$ cat config.mk
export PLATFORM = sky130hd
export DESIGN_NAME = uart_top
export DESIGN_NICKNAME = d
export VERILOG_FILES = /design/src/common/uart_pkg.sv /design/src/common/uart_ctrl_if.sv /design/src/hdl/uart_top.sv /design/src/hdl/uart_regs.sv /design/src/uart_rx/uart_rx.sv /design/src/uart_tx/uart_tx.sv
export VERILOG_INCLUDE_DIRS = /design/src /design/src/common
export SDC_FILE = /design/constraint.sdc
export NUM_CORES = 1
export LEC_CHECK = 0
export BUFFER_PORTS_ARGS = -buffer_cell sky130_fd_sc_hd__buf_2
export CAP_MARGIN = 20
export CORE_MARGIN = 2
export CORE_UTILIZATION = 25
export CTS_CLUSTER_DIAMETER = 80
export DETAILED_ROUTE_END_ITERATION = 12
export HOLD_SLACK_MARGIN = 0.1
export RECOVER_POWER = 50
export SYNTH_ARGS = -nofsm -noshare
export SYNTH_HDL_FRONTEND = slang
export SYNTH_SLANG_ARGS = --single-unit
export TNS_END_PERCENT = 5
$ cat constraint.sdc
create_clock -name clk -period 5.7 [get_ports clk]
set_input_delay 1.14 -clock clk [delete_from_list [all_inputs] [get_ports clk]]
set_output_delay 1.14 -clock clk [all_outputs]
set_load 0.02 [all_outputs]
$ cat src/common/uart_params.svh
`ifndef UART_PARAMS_SVH
`define UART_PARAMS_SVH

// cpu side bus word
`define UART_DATA_W 32

// clock cycles per serial bit, counter width
`define UART_DIV_W 16

`endif
$ cat src/common/uart_pkg.sv
`include "uart_params.svh"

package uart_pkg;

   // cpu bus word
   typedef logic [`UART_DATA_W-1:0] data_word_t;

   // one serial character
   typedef logic [7:0] uart_byte_t;

   // bit period in clk cycles
   typedef logic [`UART_DIV_W-1:0] bit_div_t;

   //////////////////////////////
   // register map
   //////////////////////////////
   typedef enum logic [2:0] {
      ADDR_WRITE_WAIT = 3'd0,  // ro, tx busy or cts low
      ADDR_DIV        = 3'd1,  // rw
      ADDR_DATA       = 3'd2,  // wr sends, rd pops
      ADDR_READ_VALID = 3'd3,  // ro
      ADDR_SOFT_RESET = 3'd4,  // wo, bit 0
      ADDR_TXEN       = 3'd5,  // wo, bit 0
      ADDR_RXEN       = 3'd6   // wo, bit 0
   } reg_addr_e;

endpackage

$ cat src/common/uart_ctrl_if.sv
`timescale 1ns/1ns

interface uart_ctrl_if;

   logic                  line_rst;  // hard or soft reset
   uart_pkg::bit_div_t    bit_div;

   // transmit side
   logic                  tx_load;
   uart_pkg::uart_byte_t  tx_byte;
   logic                  tx_busy;

   // receive side
   logic                  rx_take;
   uart_pkg::uart_byte_t  rx_byte;
   logic                  rx_valid;

   modport regs_mp (
      output line_rst, bit_div, tx_load, tx_byte, rx_take,
      input  tx_busy, rx_byte, rx_valid
   );

   modport tx_mp (
      input  line_rst, bit_div, tx_load, tx_byte,
      output tx_busy
   );

   modport rx_mp (
      input  line_rst, bit_div, rx_take,
      output rx_byte, rx_valid
   );

endinterface

$ cat src/hdl/uart_top.sv
`timescale 1ns/1ns

module uart_top (
   input  logic                  clk,
   input  logic                  rst_int,

   // cpu bus
   input  logic                  valid,
   input  uart_pkg::reg_addr_e   address,
   input  uart_pkg::data_word_t  wdata,
   input  logic                  wstrb,
   output uart_pkg::data_word_t  rdata,
   output logic                  ready,

   // serial lines
   output logic                  txd,
   input  logic                  rxd,
   input  logic                  cts,
   output logic                  rts
);

   logic tx_en;

   uart_ctrl_if ctrl_if ();

   uart_regs uart_regs_i (
      .clk     (clk),
      .rst_int (rst_int),
      .valid   (valid),
      .address (address),
      .wdata   (wdata),
      .wstrb   (wstrb),
      .rdata   (rdata),
      .ready   (ready),
      .cts     (cts),
      .rts     (rts),
      .tx_en   (tx_en),
      .ctrl    (ctrl_if.regs_mp)
   );

   uart_tx uart_tx_i (
      .clk   (clk),
      .tx_en (tx_en),
      .ctrl  (ctrl_if.tx_mp),
      .txd   (txd)
   );

   // runs whatever rx_en says
   uart_rx uart_rx_i (
      .clk  (clk),
      .rxd  (rxd),
      .ctrl (ctrl_if.rx_mp)
   );

endmodule

$ cat src/hdl/uart_regs.sv
`timescale 1ns/1ns
`include "uart_params.svh"

module uart_regs (
   input  logic                  clk,
   input  logic                  rst_int,
   input  logic                  valid,
   input  uart_pkg::reg_addr_e   address,
   input  uart_pkg::data_word_t  wdata,
   input  logic                  wstrb,
   output uart_pkg::data_word_t  rdata,
   output logic                  ready,
   input  logic                  cts,
   output logic                  rts,
   output logic                  tx_en,
   uart_ctrl_if.regs_mp          ctrl
);

   logic                 line_rst;
   logic                 rst_soft;
   logic                 rx_en;
   uart_pkg::bit_div_t   bit_div;
   logic [1:0]           cts_sync;

   // registered bus command for the read phase
   uart_pkg::reg_addr_e  address_reg;
   logic                 wstrb_reg;

   // write decode strobes
   logic                 wr;
   logic                 div_we;
   logic                 soft_we;
   logic                 txen_we;
   logic                 rxen_we;

   assign wr      = valid & wstrb;
   assign div_we  = wr && (address == uart_pkg::ADDR_DIV);
   assign soft_we = wr && (address == uart_pkg::ADDR_SOFT_RESET);
   assign txen_we = wr && (address == uart_pkg::ADDR_TXEN);
   assign rxen_we = wr && (address == uart_pkg::ADDR_RXEN);

   //////////////////////////////
   // reset
   //////////////////////////////
   always_ff @(posedge clk or posedge rst_int) begin
      if (rst_int)
         rst_soft <= 1'b0;
      else
         rst_soft <= soft_we & wdata[0];  // single cycle pulse
   end

   assign line_rst = rst_int | rst_soft;

   //////////////////////////////
   // bus handshake
   //////////////////////////////
   always_ff @(posedge clk or posedge rst_int) begin
      if (rst_int)
         ready <= 1'b0;
      else
         ready <= valid;
   end

   always_ff @(posedge clk) begin
      address_reg <= address;
      wstrb_reg   <= wstrb;
   end

   // control registers
   always_ff @(posedge clk or posedge line_rst) begin
      if (line_rst) begin
         bit_div <= uart_pkg::bit_div_t'(1);
         tx_en   <= 1'b0;
         rx_en   <= 1'b0;
      end else begin
         if (div_we)
            bit_div <= wdata[`UART_DIV_W-1:0];
         if (txen_we)
            tx_en <= wdata[0];
         if (rxen_we)
            rx_en <= wdata[0];
      end
   end

   assign rts = rx_en;  // ready to receive

   // cts is asynchronous to clk
   always_ff @(posedge clk or posedge rst_int) begin
      if (rst_int)
         cts_sync <= 2'b00;
      else
         cts_sync <= {cts_sync[0], cts};
   end

   //////////////////////////////
   // serial block strobes
   //////////////////////////////
   assign ctrl.line_rst = line_rst;
   assign ctrl.bit_div  = bit_div;
   assign ctrl.tx_load  = wr && (address == uart_pkg::ADDR_DATA);
   assign ctrl.tx_byte  = wdata[7:0];
   assign ctrl.rx_take  = valid && !wstrb && (address == uart_pkg::ADDR_DATA);

   // read data, zero unless a read is answered
   always_comb begin
      rdata = '0;
      if (ready && !wstrb_reg) begin
         case (address_reg)
            uart_pkg::ADDR_WRITE_WAIT: rdata[0] = ctrl.tx_busy | ~cts_sync[1];
            uart_pkg::ADDR_DIV:        rdata[`UART_DIV_W-1:0] = bit_div;
            uart_pkg::ADDR_DATA:       rdata[7:0] = ctrl.rx_byte;
            uart_pkg::ADDR_READ_VALID: rdata[0] = ctrl.rx_valid;
            default:                   rdata = '0;
         endcase
      end
   end

endmodule

$ cat src/uart_rx/uart_rx.sv
`timescale 1ns/1ns

module uart_rx (
   input  logic        clk,
   input  logic        rxd,
   uart_ctrl_if.rx_mp  ctrl
);

   // sequencer states, 2..9 are the data samples
   localparam logic [3:0] ST_IDLE  = 4'd0;
   localparam logic [3:0] ST_HALF  = 4'd1;
   localparam logic [3:0] ST_FIRST = 4'd2;
   localparam logic [3:0] ST_STOP  = 4'd10;

   logic [3:0]           state;
   uart_pkg::bit_div_t   cnt;
   uart_pkg::bit_div_t   half;
   logic                 bit_done;
   logic                 sample;
   logic                 store;
   uart_pkg::uart_byte_t shift;
   uart_pkg::uart_byte_t buf_data;
   logic                 buf_valid;

   assign half     = ctrl.bit_div >> 1;
   assign bit_done = (cnt >= ctrl.bit_div);

   // data bit centre
   assign sample = bit_done && (state >= ST_FIRST) && (state < ST_STOP);
   // stop bit centre
   assign store  = bit_done && (state == ST_STOP);

   //////////////////////////////
   // sequencer
   //////////////////////////////
   always_ff @(posedge clk or posedge ctrl.line_rst) begin
      if (ctrl.line_rst) begin
         state     <= ST_IDLE;
         cnt       <= '0;
         buf_valid <= 1'b0;
      end else begin
         cnt <= cnt + 1'b1;
         if (ctrl.rx_take)
            buf_valid <= 1'b0;

         case (state)
            ST_IDLE: begin
               cnt <= uart_pkg::bit_div_t'(1);
               if (!rxd)  // start bit edge
                  state <= ST_HALF;
            end
            ST_HALF: begin
               // middle of the start bit
               if (cnt >= half) begin
                  state <= ST_FIRST;
                  cnt   <= uart_pkg::bit_div_t'(1);
               end
            end
            ST_STOP: begin
               if (bit_done) begin
                  state     <= ST_IDLE;
                  buf_valid <= 1'b1;  // new byte wins over a take
               end
            end
            default: begin
               if (bit_done) begin
                  state <= state + 1'b1;
                  cnt   <= uart_pkg::bit_div_t'(1);
               end
            end
         endcase
      end
   end

   // data path, lsb arrives first
   always_ff @(posedge clk) begin
      if (sample)
         shift <= {rxd, shift[7:1]};
      if (store)
         buf_data <= shift;  // overwrites an unread byte
   end

   assign ctrl.rx_byte  = buf_data;
   assign ctrl.rx_valid = buf_valid;

endmodule

$ cat src/uart_tx/uart_tx.sv
`timescale 1ns/1ns

module uart_tx (
   input  logic        clk,
   input  logic        tx_en,
   uart_ctrl_if.tx_mp  ctrl,
   output logic        txd
);

   uart_pkg::bit_div_t rate_cnt;  // 1..bit_div within a bit
   logic [3:0]         bit_cnt;   // bits left in frame
   logic [9:0]         pattern;   // stop, data, start
   logic               bit_end;

   // last cycle of the current bit
   assign bit_end = (bit_cnt != 4'd0) && (rate_cnt == ctrl.bit_div);

   //////////////////////////////
   // bit-rate counter
   //////////////////////////////
   always_ff @(posedge clk or posedge ctrl.line_rst) begin
      if (ctrl.line_rst)
         rate_cnt <= '0;
      else if (ctrl.tx_load)
         rate_cnt <= uart_pkg::bit_div_t'(1);
      else if (bit_end)
         // stop counting once the stop bit is out
         rate_cnt <= (bit_cnt == 4'd1) ? '0 : uart_pkg::bit_div_t'(1);
      else if (bit_cnt != 4'd0)
         rate_cnt <= rate_cnt + 1'b1;
   end

   //////////////////////////////
   // bit counter
   //////////////////////////////
   always_ff @(posedge clk or posedge ctrl.line_rst) begin
      if (ctrl.line_rst)
         bit_cnt <= 4'd0;
      else if (ctrl.tx_load)
         bit_cnt <= 4'd10;  // start + 8 data + stop
      else if (bit_end)
         bit_cnt <= bit_cnt - 1'b1;
   end

   // shift register, ones fill in from the top
   always_ff @(posedge clk or posedge ctrl.line_rst) begin
      if (ctrl.line_rst)
         pattern <= '1;
      else if (ctrl.tx_load)
         pattern <= {1'b1, ctrl.tx_byte, 1'b0};
      else if (bit_end)
         pattern <= {1'b1, pattern[9:1]};
   end

   assign ctrl.tx_busy = (bit_cnt != 4'd0);

   // line idles high when disabled
   assign txd = pattern[0] | ~tx_en;

endmodule

; Yosys cells after proc, flatten, opt, wreduce, memory -nomap -nowiden
; Index checks and enable logic that the tools add are counted.
[totals]
register_bits = 93
in_bits = 41
output_inout_bits = 35
wordCells = 90
[classes]
addsub = 4
magnitude_cmp = 4
n_eq_ne = 15
muxes = 23
n_bitwise = 7
reduce_logical = 21
[ops]
columns = cell, count
row1 = 16-bit two-way mux, 6
row2 = 16-bit case mux with 3 select lines, 1
row3 = 16-bit by 1-bit adder with 16-bit output (second input constant), 2
row4 = 4-bit two-way mux, 6
row5 = 10-bit two-way mux, 2
row6 = 16-bit equality test, 1
row7 = 16-bit by 15-bit greater-or-equal comparator with 1-bit output, 1
row8 = 16-bit greater-or-equal comparator, 1
row9 = 7-bit case mux with 2 select lines, 1
row10 = 1-bit logical AND, 12
row11 = 4-bit case mux with 3 select lines, 1
row12 = 3-bit by 2-bit equality test with 1-bit output (second input constant), 3
row13 = 3-bit equality test (second input constant), 3
row14 = 4-bit by 1-bit equality test with 1-bit output (second input constant), 2
row15 = 8-bit two-way mux, 1
row16 = 3-bit by 1-bit equality test with 1-bit output (second input constant), 2
row17 = 3-bit nonzero test, 2
row18 = 4-bit by 1-bit adder with 4-bit output (second input constant), 1
row19 = 4-bit equality test (second input constant), 1
row20 = 4-bit by 2-bit greater-or-equal comparator with 1-bit output (second input constant), 1
row21 = 4-bit zero test, 1
row22 = 4-bit < comparator (second input constant), 1
row23 = 1-bit two-way mux, 4
row24 = 2-bit by 1-bit inequality test with 1-bit output (second input constant), 2
row25 = other kinds (11), 16

; Logic depth before layout (Yosys ltp)
[logic_depth]
depth_word = 6
ltp_mapped = 10
depth_no_buf = 9

; Modules after synthesis
; A second synthesis with hierarchy kept.
[hier_totals]
hier_cells = 525
area_unflattened_um2 = 5431.5
[by_module_without_submodules]
columns = module, instances, cells_per_inst, area_each_um2, seq_area_each_um2
row1 = uart_rx, 1, 228, 2336.0, 1006.0
row2 = uart_tx, 1, 179, 1705.4, 737.0
row3 = uart_regs, 1, 118, 1390.1, 631.9

; Worst setup path before layout
; Ideal clock, no wire load.
[synth_path]
kind = reg2out
from = register uart_regs_i.ready
to = output rdata[10]
t_arrival_ns = 1.583
t_required_ns = 4.560
path_slack_ns = 2.977
path_stages_with_launch = 5
n_path_buf = 1
path_cell_list = dfrtp_1 or3b_2 clkbuf_1 nor2b_1 and2_1
[synth_via]
elab_chain_len = 2
[synth_lines]
columns = element, line
row1 = from (decl), uart_regs.sv:12  ; output logic ready,
row2 = from (signal assigned), uart_regs.sv:61  ; ready <= valid;
row3 = 1-bit logical AND, uart_regs.sv:107  ; if (ready && !wstrb_reg) begin
row4 = 16-bit two-way mux, uart_regs.sv:107
row5 = to (decl), uart_top.sv:12  ; output uart_pkg::data_word_t rdata,
; No other way between the ends.

; Worst setup path in the final report
[layout_path]
from = register uart_regs_i.ready
to = output rdata[8]
; The elaborated chain is that of the path after synthesis.

==> impl_metrics.yaml <==
routing:
  detail_route.wl_per_cell_um: 13.38
  ant_nets: 0
  firstDrtPassIters: 4
  vias_per_cell: 4.409
  vias: 3699
  drc: 0
  drt_iter0_drc: 228
  wirelength_um: 11220
floorplan:
  fp.dieH_um: 147.3
  die_w_um: 147.3
  start_util: 0.2547
  dieArea_um2: 21710
  core-area_um2: 20170
  num_rows: 52
  ios: 76
cts:
  postCtsSetupBuffers: 0
  clkTransAtPathRegs_ns: 0.07
  tritoncts: "yes"
  cts_resized: 0
  cts-root-buf: "clkbuf_16"
  cts_htree_levels: 3
  clk_latency_ns: 0.36
  clockBufferDepth: 2
  postCtsHoldBufs: 0
  clock-sinks: 92
  cts_buffers: 9
synthesis:
  syn_area_per_cell_um2: 9.839
  synth_edf_count: 16
  ys_ff_latch: 92
  syn-instance-count: 522
  yosys.cell_types.count: 57
  ys_dominant_reg_cell: "dfrtp_1"
  async_reset_ff_frac: 0.7826
  yosysSeqAreaShare: 0.4624
  ys_warn_count: 0
  syn-cell-area_um2: 5136
timing:
  final.min_clock_period_ns: 3.339
  setup_violations: 0
  rsz0062_at_grt: "false"
  drv_slew: 0
  finalHoldViolCount: 0
  layout_worst_path_cycle_share: 0.5857
  tns_ns: 0
  fmax_mhz: 299.5
  relSlewSlack: 0.2947
  tightest_slew_ns: 1.058
  fin_skew_ns: 0.009515
pwr:
  power_uw: 1953
  irDropWorstVdd_mv: 0.1410
  p_int_uw: 1349
  p_sw_frac: 0.3095
  p_per_area_nw_per_um2: 330.8
  pwr-share-comb: 0.219
  clkPwrFrac: 0.326
  p_leak_uw: 0.002585
  p_sw_uw: 604.4
  seqPwrFrac: 0.454
placed_design:
  post_dp_cell_area_um2: 5599
  gp_congestion: 0.7756
  port_buffers: 43
  dp_hpwl_um: 8519
  dp.cells: 823
critical_path:
  crit_fanout: 9
  criticalPathCategory: "flip-flop to output port"
  worstPathArrival_ns: 2.20
  critPathRequiredTime_ns: 4.56
  start_kind: "flip-flop"
  end_kind: "output port"
global_route:
  track_usage: 0.1079
  gr-total-overflow: 0
  grt_pass1_vias: 3747
  antenna_found_initial: 0
  grt_pass1_wl_um: 18360
  grt_max_degree: 69
final_layout:
  fin_nets: 645
  area_delta_synth_final_pct: 14.96
  design_area_um2: 5904
  drive_above_1_share: 0.1353
  instances_no_fill: 839
  fill_cells: 2120
  largest_registers: "uart_regs_i.ctrl.bit_div (16), uart_rx_i.cnt (16), uart_tx_i.rate_cnt (16)"
  finish.utilization: 0.2927
  n_antenna_cell: 0
min_path:
  min_path_type: "flip-flop to flip-flop"
run_status:
  status: "finished clean"
run:
  timing.max_cap.violations: 0
-- critical path: stages (launching register included) --
cell     delay, ns
dfrtp_1       0.35
or3b_2        0.56
nor2b_1       0.54
and2_1        0.23
buf_2         0.17
-- stage by stage --
| step | setup WS, ns | hold WS, ns |
|---|---|---|
| after global placement | 2.477 | 0.3396 |
| final | 2.361 | 0.3525 |
| after global routing | 2.145 | 0.3681 |
| after floorplan | 0.6628 | 0.3312 |
| after CTS | 2.268 | 0.3548 |
| after detailed placement | 2.442 | 0.3395 |
-- cells in the final DEF (no fill, tap or decap), drive strengths merged, types with 6 or more instances in the layout --
cell type   n
nand2b      6
a31oi       7
inv        25
ha         40
mux2        6
xor2       18
edfxtp     16
nor3        7
clkbuf     20
a21oi       6
and3        8
xnor2      28
and2        9
a22oi       7
nand3      14
buf        38
dfrtp      62
o211ai      6
nand2      62
nand4      11
nor2       68
o21ai      25
dfstp      10
conb       16
-- per-layer routing --
layer / wire length [µm] / GRT usage / up-vias / part of all wire
met5: 0 / 0 / - / 0
met4: 334 / 0.05144 / 0 / 0.030
met3: 348 / 0.02826 / 16 / 0.031
met2: 5659 / 0.1848 / 41 / 0.50
met1: 4881 / 0.1257 / 1788 / 0.43
li1: - / - / 1854 / -
-- synthesized netlist by cell type (9+ instances only) --
cell,instances,share of area
nor2_1,68,0.050
nand4_1,11,0.013
dfrtp_1,62,0.30
o21ai_0,24,0.023
edfxtp_1,16,0.094
dfstp_2,10,0.051
and2_1,9,0.011
xnor2_1,28,0.048
nand2_1,62,0.045
buf_4,16,0.023
clkbuf_1,12,0.0088
inv_1,25,0.018
nand3_1,14,0.014
xor2_1,18,0.031
ha_1,40,0.097
-- logic make-up after synthesis --
logic type               synth area share
AO/OA/AOI/OAI                      0.1001
buffers and inverters             0.05359
other                           0.0007301
XOR/XNOR                          0.07844
flip-flops                         0.4624
multiplexers                      0.02144
AND/OR/NAND/NOR                    0.1859
adder cells (fa/ha/maj)           0.09744
-- cell type report --
cell class	instances	area, µm²	share of cell area
multi-input cells	390	2550	0.4319
flip-flops and latches	92	2375	0.4022
well taps	270	337.8	0.05722
clock buffers	12	267.8	0.04535
repair buffers	46	225.2	0.03814
inverters	25	93.84	0.01589
clock inverters	4	55.05	0.009324
-- power groups by stage --
stage | logic [µW] | clock network (µW) | registers, µW
after CTS | 438 | 651 | 888
final | 429 | 637 | 887
after global placement | 423 | 0 | 898
after detailed placement | 436 | 0 | 899
after global routing | 497 | 675 | 903
after floorplan | 343 | 0 | 866
-- path summary, 6_finish.rpt --
check	start	to	slack, ns	depth (start not counted)
max	uart_regs_i.ready	rdata[8]	2.36	4
max reg2reg	uart_regs_i.ctrl.bit_div[1]	uart_rx_i.shift[0]	2.56	8
min	uart_regs_i.cts_sync[0]	uart_regs_i.cts_sync[1]	0.35	0
max in group asynchronous	rst_int	uart_rx_i.state[2]	4.00	3
min in group asynchronous	uart_regs_i.rst_soft	uart_tx_i.bit_cnt[2]	0.61	2
min reg2reg	uart_regs_i.cts_sync[0]	uart_regs_i.cts_sync[1]	0.35	0
(Power assumes the default switching activity.)
